### src/verilog/wb_pkg.sv
//------------------------------
// Widths and depths for the writeback and commit stage
// rob_depth must stay a power of two so sequence numbers wrap freely
//------------------------------
package wb_pkg;

  //------------------------------
  // Execute side
  //------------------------------

  // Execute pipes feeding writeback
  localparam int num_pipes = 2;

  // Width of the sequence tag carried with every result
  localparam int seq_bits = 3;

  //------------------------------
  // Reorder buffer
  //------------------------------

  // One slot per sequence number
  // Tags alias modulo this depth
  localparam int rob_depth = 1 << seq_bits;

  //------------------------------
  // Datapath and register file
  //------------------------------

  // PC and data width
  localparam int xlen = 32;

  // Register address width
  localparam int reg_addr_bits = 5;

  // Architectural registers, x0 included
  localparam int num_regs = 32;

endpackage

### src/verilog/arch_regfile.sv
//------------------------------
// Architectural registers updated only by commit
// x0 is never written and reads as zero
// Debug read is combinational
//------------------------------
`timescale 1ns/1ns

module arch_regfile (
  input  logic                             clk,
  input  logic                             rst_n,
  input  logic                             commit_val,
  input  logic [wb_pkg::reg_addr_bits-1:0] commit_waddr,
  input  logic [wb_pkg::xlen-1:0]          commit_wdata,
  input  logic                             commit_wen,
  input  logic [wb_pkg::reg_addr_bits-1:0] rd_addr,
  output logic [wb_pkg::xlen-1:0]          rd_data
);
  import wb_pkg::*;

  // Register array
  logic [xlen-1:0] regs [num_regs];

  // Write strobe for a real destination
  logic we;

  assign we = commit_val && commit_wen && (commit_waddr != '0);

  //------------------------------
  // Write port
  //------------------------------

  // Whole file starts at zero
  always_ff @(posedge clk or negedge rst_n) begin
    if (!rst_n) begin
      for (int i = 0; i < num_regs; i++) begin
        regs[i] <= '0;
      end
    end else if (we) begin
      regs[commit_waddr] <= commit_wdata;
    end
  end

  //------------------------------
  // Debug read
  //------------------------------

  // regs[0] stays zero since writes to it are masked
  assign rd_data = regs[rd_addr];

endmodule

### src/verilog/reorder_buffer.sv
//------------------------------
// Result store indexed directly by sequence number
// Retires one entry per cycle from head, strictly in order
// Aliasing tags are held off through slot_free, never overwritten
//------------------------------
`timescale 1ns/1ns

module reorder_buffer (
  input  logic                                             clk,
  input  logic                                             rst_n,
  input  logic [wb_pkg::num_pipes-1:0][wb_pkg::seq_bits-1:0] x_seq_num,
  output logic [wb_pkg::num_pipes-1:0]                     slot_free,
  input  logic                                             alloc_val,
  input  logic [wb_pkg::seq_bits-1:0]                      alloc_seq_num,
  input  logic [wb_pkg::xlen-1:0]                          alloc_pc,
  input  logic [wb_pkg::reg_addr_bits-1:0]                 alloc_waddr,
  input  logic [wb_pkg::xlen-1:0]                          alloc_wdata,
  input  logic                                             alloc_wen,
  output logic                                             commit_val,
  output logic [wb_pkg::xlen-1:0]                          commit_pc,
  output logic [wb_pkg::seq_bits-1:0]                      commit_seq_num,
  output logic [wb_pkg::reg_addr_bits-1:0]                 commit_waddr,
  output logic [wb_pkg::xlen-1:0]                          commit_wdata,
  output logic                                             commit_wen
);
  import wb_pkg::*;

  //------------------------------
  // Storage
  //------------------------------

  // Slot holds a result waiting to retire
  logic [rob_depth-1:0] occupied;

  // Entry payload
  // The tag itself is the slot index so it is not stored
  logic [xlen-1:0]          ent_pc    [rob_depth];
  logic [reg_addr_bits-1:0] ent_waddr [rob_depth];
  logic [xlen-1:0]          ent_wdata [rob_depth];
  logic                     ent_wen   [rob_depth];

  // Oldest sequence number not yet retired
  logic [seq_bits-1:0] head;

  // Head slot can retire this cycle
  logic head_ready;

  assign head_ready = occupied[head];

  //------------------------------
  // Slot lookup per pipe
  //------------------------------

  // Empty slot for each pipe's requested tag
  // Uses registered state, so a slot freed at an edge opens the cycle after
  always_comb begin
    for (int i = 0; i < num_pipes; i++) begin
      slot_free[i] = !occupied[x_seq_num[i]];
    end
  end

  //------------------------------
  // Occupancy and head pointer
  //------------------------------

  // Allocation only targets an empty slot and retire only an occupied one,
  // so the two never touch the same bit at one edge
  always_ff @(posedge clk or negedge rst_n) begin
    if (!rst_n) begin
      occupied   <= '0;
      head       <= '0;
      commit_val <= 1'b0;
    end else begin
      commit_val <= head_ready;
      if (head_ready) begin
        occupied[head] <= 1'b0;
        // Natural wrap since depth is a power of two
        head <= head + 1'b1;
      end
      if (alloc_val) begin
        occupied[alloc_seq_num] <= 1'b1;
      end
    end
  end

  //------------------------------
  // Entry write
  //------------------------------

  // Payload lands in its slot at the accepting edge
  always_ff @(posedge clk) begin
    if (alloc_val) begin
      ent_pc[alloc_seq_num]    <= alloc_pc;
      ent_waddr[alloc_seq_num] <= alloc_waddr;
      ent_wdata[alloc_seq_num] <= alloc_wdata;
      ent_wen[alloc_seq_num]   <= alloc_wen;
    end
  end

  //------------------------------
  // Commit outputs
  //------------------------------

  // Registered copy of the head entry
  // Valid one cycle after head is seen full
  always_ff @(posedge clk) begin
    if (head_ready) begin
      commit_pc      <= ent_pc[head];
      commit_seq_num <= head;
      commit_waddr   <= ent_waddr[head];
      commit_wdata   <= ent_wdata[head];
      commit_wen     <= ent_wen[head];
    end
  end

endmodule

### src/verilog/writeback_arbiter.sv
//------------------------------
// Round-robin pick of one execute pipe per cycle
// A lane is only granted when its reorder slot is free
// x_rdy depends on x_val and the lane's sequence number
//------------------------------
`timescale 1ns/1ns

module writeback_arbiter (
  input  logic                                             clk,
  input  logic                                             rst_n,
  input  logic [wb_pkg::num_pipes-1:0]                     x_val,
  input  logic [wb_pkg::num_pipes-1:0][wb_pkg::seq_bits-1:0] x_seq_num,
  input  logic [wb_pkg::num_pipes-1:0][wb_pkg::xlen-1:0]   x_pc,
  input  logic [wb_pkg::num_pipes-1:0][wb_pkg::reg_addr_bits-1:0] x_waddr,
  input  logic [wb_pkg::num_pipes-1:0][wb_pkg::xlen-1:0]   x_wdata,
  input  logic [wb_pkg::num_pipes-1:0]                     x_wen,
  output logic [wb_pkg::num_pipes-1:0]                     x_rdy,
  input  logic [wb_pkg::num_pipes-1:0]                     slot_free,
  output logic                                             alloc_val,
  output logic [wb_pkg::seq_bits-1:0]                      alloc_seq_num,
  output logic [wb_pkg::xlen-1:0]                          alloc_pc,
  output logic [wb_pkg::reg_addr_bits-1:0]                 alloc_waddr,
  output logic [wb_pkg::xlen-1:0]                          alloc_wdata,
  output logic                                             alloc_wen,
  output logic                                             complete_val,
  output logic [wb_pkg::seq_bits-1:0]                      complete_seq_num,
  output logic [wb_pkg::reg_addr_bits-1:0]                 complete_waddr,
  output logic [wb_pkg::xlen-1:0]                          complete_wdata,
  output logic                                             complete_wen
);
  import wb_pkg::*;

  // Lanes able to transfer this cycle
  logic [num_pipes-1:0] req;
  // One-hot grant and the one-hot lane that won last
  logic [num_pipes-1:0] grant;
  logic [num_pipes-1:0] last_grant;
  logic                 found;

  assign req = x_val & slot_free;

  //------------------------------
  // Round-robin search
  //------------------------------

  // Walk lanes starting just after last winner
  always_comb begin
    grant = '0;
    found = 1'b0;
    for (int off = 1; off <= num_pipes; off++) begin
      for (int i = 0; i < num_pipes; i++) begin
        if (last_grant[i] && !found && req[(i + off) % num_pipes]) begin
          grant[(i + off) % num_pipes] = 1'b1;
          found = 1'b1;
        end
      end
    end
  end

  // Ready only on the winning lane
  assign x_rdy     = grant;
  assign alloc_val = found;

  // Forward the winning lane's fields
  always_comb begin
    alloc_seq_num = '0;
    alloc_pc      = '0;
    alloc_waddr   = '0;
    alloc_wdata   = '0;
    alloc_wen     = 1'b0;
    for (int i = 0; i < num_pipes; i++) begin
      if (grant[i]) begin
        alloc_seq_num = x_seq_num[i];
        alloc_pc      = x_pc[i];
        alloc_waddr   = x_waddr[i];
        alloc_wdata   = x_wdata[i];
        alloc_wen     = x_wen[i];
      end
    end
  end

  //------------------------------
  // Pointer and completion
  //------------------------------

  // Start with the top lane as last winner so lane 0 goes first
  always_ff @(posedge clk or negedge rst_n) begin
    if (!rst_n) begin
      last_grant <= '0;
      last_grant[num_pipes-1] <= 1'b1;
      complete_val <= 1'b0;
    end else begin
      if (found) begin
        last_grant <= grant;
      end
      // One-cycle pulse per accepted result
      complete_val <= found;
    end
  end

  // Completion payload
  always_ff @(posedge clk) begin
    if (found) begin
      complete_seq_num <= alloc_seq_num;
      complete_waddr   <= alloc_waddr;
      complete_wdata   <= alloc_wdata;
      complete_wen     <= alloc_wen;
    end
  end

endmodule

### src/verilog/writeback_commit_top.sv
//------------------------------
// Writeback and commit stage of the integer core
// At most rob_depth results in flight, tags wrap modulo rob_depth
//------------------------------
`timescale 1ns/1ns

module writeback_commit_top (
  input  logic                                             clk,
  input  logic                                             rst_n,
  input  logic [wb_pkg::num_pipes-1:0]                     x_val,
  input  logic [wb_pkg::num_pipes-1:0][wb_pkg::seq_bits-1:0] x_seq_num,
  input  logic [wb_pkg::num_pipes-1:0][wb_pkg::xlen-1:0]   x_pc,
  input  logic [wb_pkg::num_pipes-1:0][wb_pkg::reg_addr_bits-1:0] x_waddr,
  input  logic [wb_pkg::num_pipes-1:0][wb_pkg::xlen-1:0]   x_wdata,
  input  logic [wb_pkg::num_pipes-1:0]                     x_wen,
  output logic [wb_pkg::num_pipes-1:0]                     x_rdy,
  output logic                                             complete_val,
  output logic [wb_pkg::seq_bits-1:0]                      complete_seq_num,
  output logic [wb_pkg::reg_addr_bits-1:0]                 complete_waddr,
  output logic [wb_pkg::xlen-1:0]                          complete_wdata,
  output logic                                             complete_wen,
  output logic                                             commit_val,
  output logic [wb_pkg::xlen-1:0]                          commit_pc,
  output logic [wb_pkg::seq_bits-1:0]                      commit_seq_num,
  output logic [wb_pkg::reg_addr_bits-1:0]                 commit_waddr,
  output logic [wb_pkg::xlen-1:0]                          commit_wdata,
  output logic                                             commit_wen,
  input  logic [wb_pkg::reg_addr_bits-1:0]                 rd_addr,
  output logic [wb_pkg::xlen-1:0]                          rd_data
);
  import wb_pkg::*;

  //------------------------------
  // Arbiter to reorder buffer
  //------------------------------

  logic [num_pipes-1:0]     slot_free;
  logic                     alloc_val;
  logic [seq_bits-1:0]      alloc_seq_num;
  logic [xlen-1:0]          alloc_pc;
  logic [reg_addr_bits-1:0] alloc_waddr;
  logic [xlen-1:0]          alloc_wdata;
  logic                     alloc_wen;

  // Lane selection and completion notice
  writeback_arbiter u_arbiter (
    .clk              (clk),
    .rst_n            (rst_n),
    .x_val            (x_val),
    .x_seq_num        (x_seq_num),
    .x_pc             (x_pc),
    .x_waddr          (x_waddr),
    .x_wdata          (x_wdata),
    .x_wen            (x_wen),
    .x_rdy            (x_rdy),
    .slot_free        (slot_free),
    .alloc_val        (alloc_val),
    .alloc_seq_num    (alloc_seq_num),
    .alloc_pc         (alloc_pc),
    .alloc_waddr      (alloc_waddr),
    .alloc_wdata      (alloc_wdata),
    .alloc_wen        (alloc_wen),
    .complete_val     (complete_val),
    .complete_seq_num (complete_seq_num),
    .complete_waddr   (complete_waddr),
    .complete_wdata   (complete_wdata),
    .complete_wen     (complete_wen)
  );

  // In-order retire
  reorder_buffer u_rob (
    .clk            (clk),
    .rst_n          (rst_n),
    .x_seq_num      (x_seq_num),
    .slot_free      (slot_free),
    .alloc_val      (alloc_val),
    .alloc_seq_num  (alloc_seq_num),
    .alloc_pc       (alloc_pc),
    .alloc_waddr    (alloc_waddr),
    .alloc_wdata    (alloc_wdata),
    .alloc_wen      (alloc_wen),
    .commit_val     (commit_val),
    .commit_pc      (commit_pc),
    .commit_seq_num (commit_seq_num),
    .commit_waddr   (commit_waddr),
    .commit_wdata   (commit_wdata),
    .commit_wen     (commit_wen)
  );

  // Commit steers the register file
  arch_regfile u_regfile (
    .clk          (clk),
    .rst_n        (rst_n),
    .commit_val   (commit_val),
    .commit_waddr (commit_waddr),
    .commit_wdata (commit_wdata),
    .commit_wen   (commit_wen),
    .rd_addr      (rd_addr),
    .rd_data      (rd_data)
  );

endmodule
### config.mk
export PLATFORM = sky130hd
export DESIGN_NAME = writeback_commit_top
export DESIGN_NICKNAME = d
export VERILOG_FILES = /design/src/verilog/wb_pkg.sv /design/src/verilog/arch_regfile.sv /design/src/verilog/reorder_buffer.sv /design/src/verilog/writeback_arbiter.sv /design/src/verilog/writeback_commit_top.sv
export SDC_FILE = /design/constraint.sdc
export NUM_CORES = 2
export LEC_CHECK = 0
export BUFFER_PORTS_ARGS = -buffer_cell sky130_fd_sc_hd__buf_2
export CAP_MARGIN = 0
export CORE_MARGIN = 10
export CORE_UTILIZATION = 51
export DETAILED_ROUTE_END_ITERATION = 6
export HOLD_SLACK_MARGIN = 0.03
export PLACE_DENSITY_LB_ADDON = 0.3
export REMOVE_ABC_BUFFERS = 1
export SLEW_MARGIN = 0
export SYNTH_ARGS = -nofsm -noshare
export SYNTH_HDL_FRONTEND = slang
export SYNTH_SLANG_ARGS = --single-unit
export TNS_END_PERCENT = 5
### constraint.sdc
create_clock -name clk -period 9 [get_ports clk]
set_input_delay 0.9 -clock clk [delete_from_list [all_inputs] [get_ports clk]]
set_output_delay 0.9 -clock clk [all_outputs]
set_load 0.02 [all_outputs]
==> results.toml <==
[worst_setup_path]
cp_max_fo = 26
crit_slowest_cell = "nor3_2"
cp_slowest_stage_delay_ns = 1.17
cp-start-kind = "flip-flop"
cp-end-kind = "flip-flop"
cp.required_ns = 9.47
worstPathCellList = "mux2_1 -> mux4_2 -> a2111oi_4 -> a32oi_2 -> nor3_2 -> buf_4 -> buf_4"
critPathArrivalTime_ns = 5.71
cp_common_cell = "buf_4"
cp_top_family = "compound AO/OA/AOI/OAI gates"
path_buf_inv = 2
worstSetupPathType = "flip-flop to flip-flop"

[cells_and_area]
final_cell_mix = "mux2_2 (1,094), dfrtp_1 (1,035), edfxtp_1 (674)"
num-nets-final = 4198
ff_latch_area_um2 = 46300
final_common_cell = "mux2_2"
drive_gt1_frac = 0.546
stdcell_area_um2 = 81200
area_growth_syn_to_layout_pct = 13.0
fillers = 10400
multi_input_area_um2 = 24400

[detailed_routing]
vias = 36500
wl_per_cell_um = 27.9
avgViaCountPerCell = 6.02
ant_nets = 0
drt_pass1_iterations = 5
remaining_drc_errors = 0
first_iter_violations = 2865
drt-total-wl_um = 170000

[timing]
whs_ns = 0.371
maxSlewViolCount = 0
tightest_slew_ns = 1.32
slew_headroom = 0.114
max_freq_mhz = 191
post-route-period-util = 0.582
setup_viol = 0
rsz0062_at_grt = "no"
hold_viol_final = 0
min_period_ns = 5.24
clock_skew_ns = 0.0278

[grt]
antenna_found_initial = 4
grt_max_degree = 184
grt_pass1_vias = 39200
grt_pass1_wl_um = 257000
overflow = 0
grt_usage = 0.217

[cts]
cts.sinks = 1713
htree_levels = 4
clk_pin_slew_ns = 0.06
cts_buffers = 174
cts_setup_buffers = 0
clock_latency_ns = 0.80
cts_root_buffer = "clkbuf_16"
cts_buffer_depth = 3
cts_tree = "done"

[floorplan]
num_rows = 137
core_um2 = 140000
initial_core_util = 0.515
die_h_um = 395
ios = 305
fp.dieArea_um2 = 156000
die_w_um = 395

[placement]
io_buffers = 304
gp_congestion = 0.737
place_area_um2 = 75400
dp_hpwl_um = 90600

[synthesis]
synth_edf_count = 674
yosysTopAreaCellShare = 0.361
synth_top_area_cell = "dfrtp_1"
syn_area_per_cell_um2 = 18.8
synthTopCellsByArea = "dfrtp_1 (36%), edfxtp_1 (28%), mux2_2 (17%)"
yosys_warnings = 0
synthFlopType = "dfrtp_1"
ys_ff_latch = 1713
synthCells = 3824
synth_area_um2 = 71900
seq_area_frac_synth = 0.643
ys_types = 39
ys_async_sr_fraction = 0.607

[run]
maxCapViolations = 0

[power]
p_per_area_nw_per_um2 = 299
ir_worst_vdd_v = 0.000229
p_leak_nw = 34.3

[hold_path]
hold_path.class = "flip-flop to flip-flop"

[run_status]
status = "complete, no violations"
[cells by family after synthesis]
kind of cell,after synthesis,synth area share
AND/OR/NAND/NOR,67,0.00482
AO/OA/AOI/OAI,95,0.0117
adder cells (fa/ha/maj),1,0.000174
flip-flops,1713,0.643
buffers and inverters,373,0.0206
XOR/XNOR,2,0.000244
multiplexers,1573,0.319
[per-stage QoR]
step	std cells	setup TNS [ns]	utilization	setup slack [ns]	total power, mW
2_1_floorplan	3460	-480.01	-	-0.906	15.4
3_3_place_gp	5741	0	0.540	3.12	17.0
3_5_place_dp	5741	0	0.540	2.91	17.2
4_1_cts	6065	0	0.582	3.69	24.5
5_1_grt	6065	0	0.582	3.47	25.4
6_report	6066	0	0.582	3.76	24.3
[repair_timing]
item                      4_1_cts  5_1_grt
resized for setup               0        0
hold buffers                    1        0
hold endpoints to repair       17        0
[report_power, final]
part / leakage [nW] / switching, mW / total [mW] / internal [mW]
clock: 2.86 / 3.04 / 7.30 / 4.26
sequential: 20.3 / 0.958 / 11.3 / 10.3
combinational: 11.1 / 2.78 / 5.74 / 2.95
[worst register-to-register path: stages (launching register included)]
cell and delay (ns):
dfrtp_1 0.43, mux2_1 0.33, mux4_2 0.50, a2111oi_4 1.09, a32oi_2 0.42, nor3_2 1.17, buf_4 0.55, buf_4 0.42
[cell usage after synthesis, types with 2 or more instances]
cell	n
mux2_2	1095
dfrtp_1	1038
edfxtp_1	674
mux4_2	465
clkbuf_1	247
buf_1	75
a22o_1	70
buf_2	38
nand2_1	18
nor2_1	15
o31ai_1	11
nor3_1	9
mux2i_1	8
inv_1	7
o21ai_0	6
mux2_1	5
nor2b_1	5
a32oi_2	4
buf_6	3
nand2b_1	3
nand3b_1	3
nand4b_1	3
nor3b_1	3
and2_1	2
inv_4	2
nand3_1	2
[routing by layer]
layer	part of all wire	global-route usage	vias up	wire, um
li1	-	-	15300	-
met2	0.47	0.340	1094	80400
met3	0.064	0.0518	285	10800
met4	0.028	0.0676	0	4780
met5	0	0	-	0
met1	0.43	0.303	19800	73500
[sequential cells by signal, summed over array words and instances (netlist names), 3 cells and up]
signal / flops
u_rob.ent_wen: 8
u_rob.ent_wdata: 256
u_rob.ent_waddr: 40
u_arbiter.complete_waddr: 5
u_arbiter.complete_seq_num: 3
u_rob.commit_pc: 32
u_rob.commit_waddr: 5
u_arbiter.complete_wdata: 32
u_rob.head: 3
u_rob.commit_wdata: 32
u_rob.ent_pc: 256
u_rob.commit_seq_num: 3
u_regfile.regs: 1024
u_rob.occupied: 8
[final cells by class]
type                    count  area share
flip-flops and latches   1713       0.569
multi-input cells        1738       0.300
clock buffers             246      0.0615
repair buffers            406      0.0297
well taps                1876      0.0289
clock inverters            77      0.0102
inverters                   9    0.000477
diodes                      1   0.0000308
[final timing paths]
check,start,end,slack (ns),cells past startpoint
hold / removal,u_regfile.regs[1000]$_DFFE_PN0P_,u_regfile.regs[1000]$_DFFE_PN0P_,0.37,0
setup / recovery,u_rob.occupied[7]$_DFF_PN0_,u_rob.ent_pc[4][14]$_DFFE_PP_,3.76,7
min in group asynchronous,rst_n,u_regfile.regs[800]$_DFFE_PN0P_,0.65,2
max in group asynchronous,rst_n,u_regfile.regs[870]$_DFFE_PN0P_,6.18,4
hold reg to reg,u_regfile.regs[1000]$_DFFE_PN0P_,u_regfile.regs[1000]$_DFFE_PN0P_,0.37,0
setup reg to reg,u_rob.occupied[7]$_DFF_PN0_,u_rob.ent_pc[4][14]$_DFFE_PP_,3.76,7
Note: power is estimated with default switching activity, not from simulation.
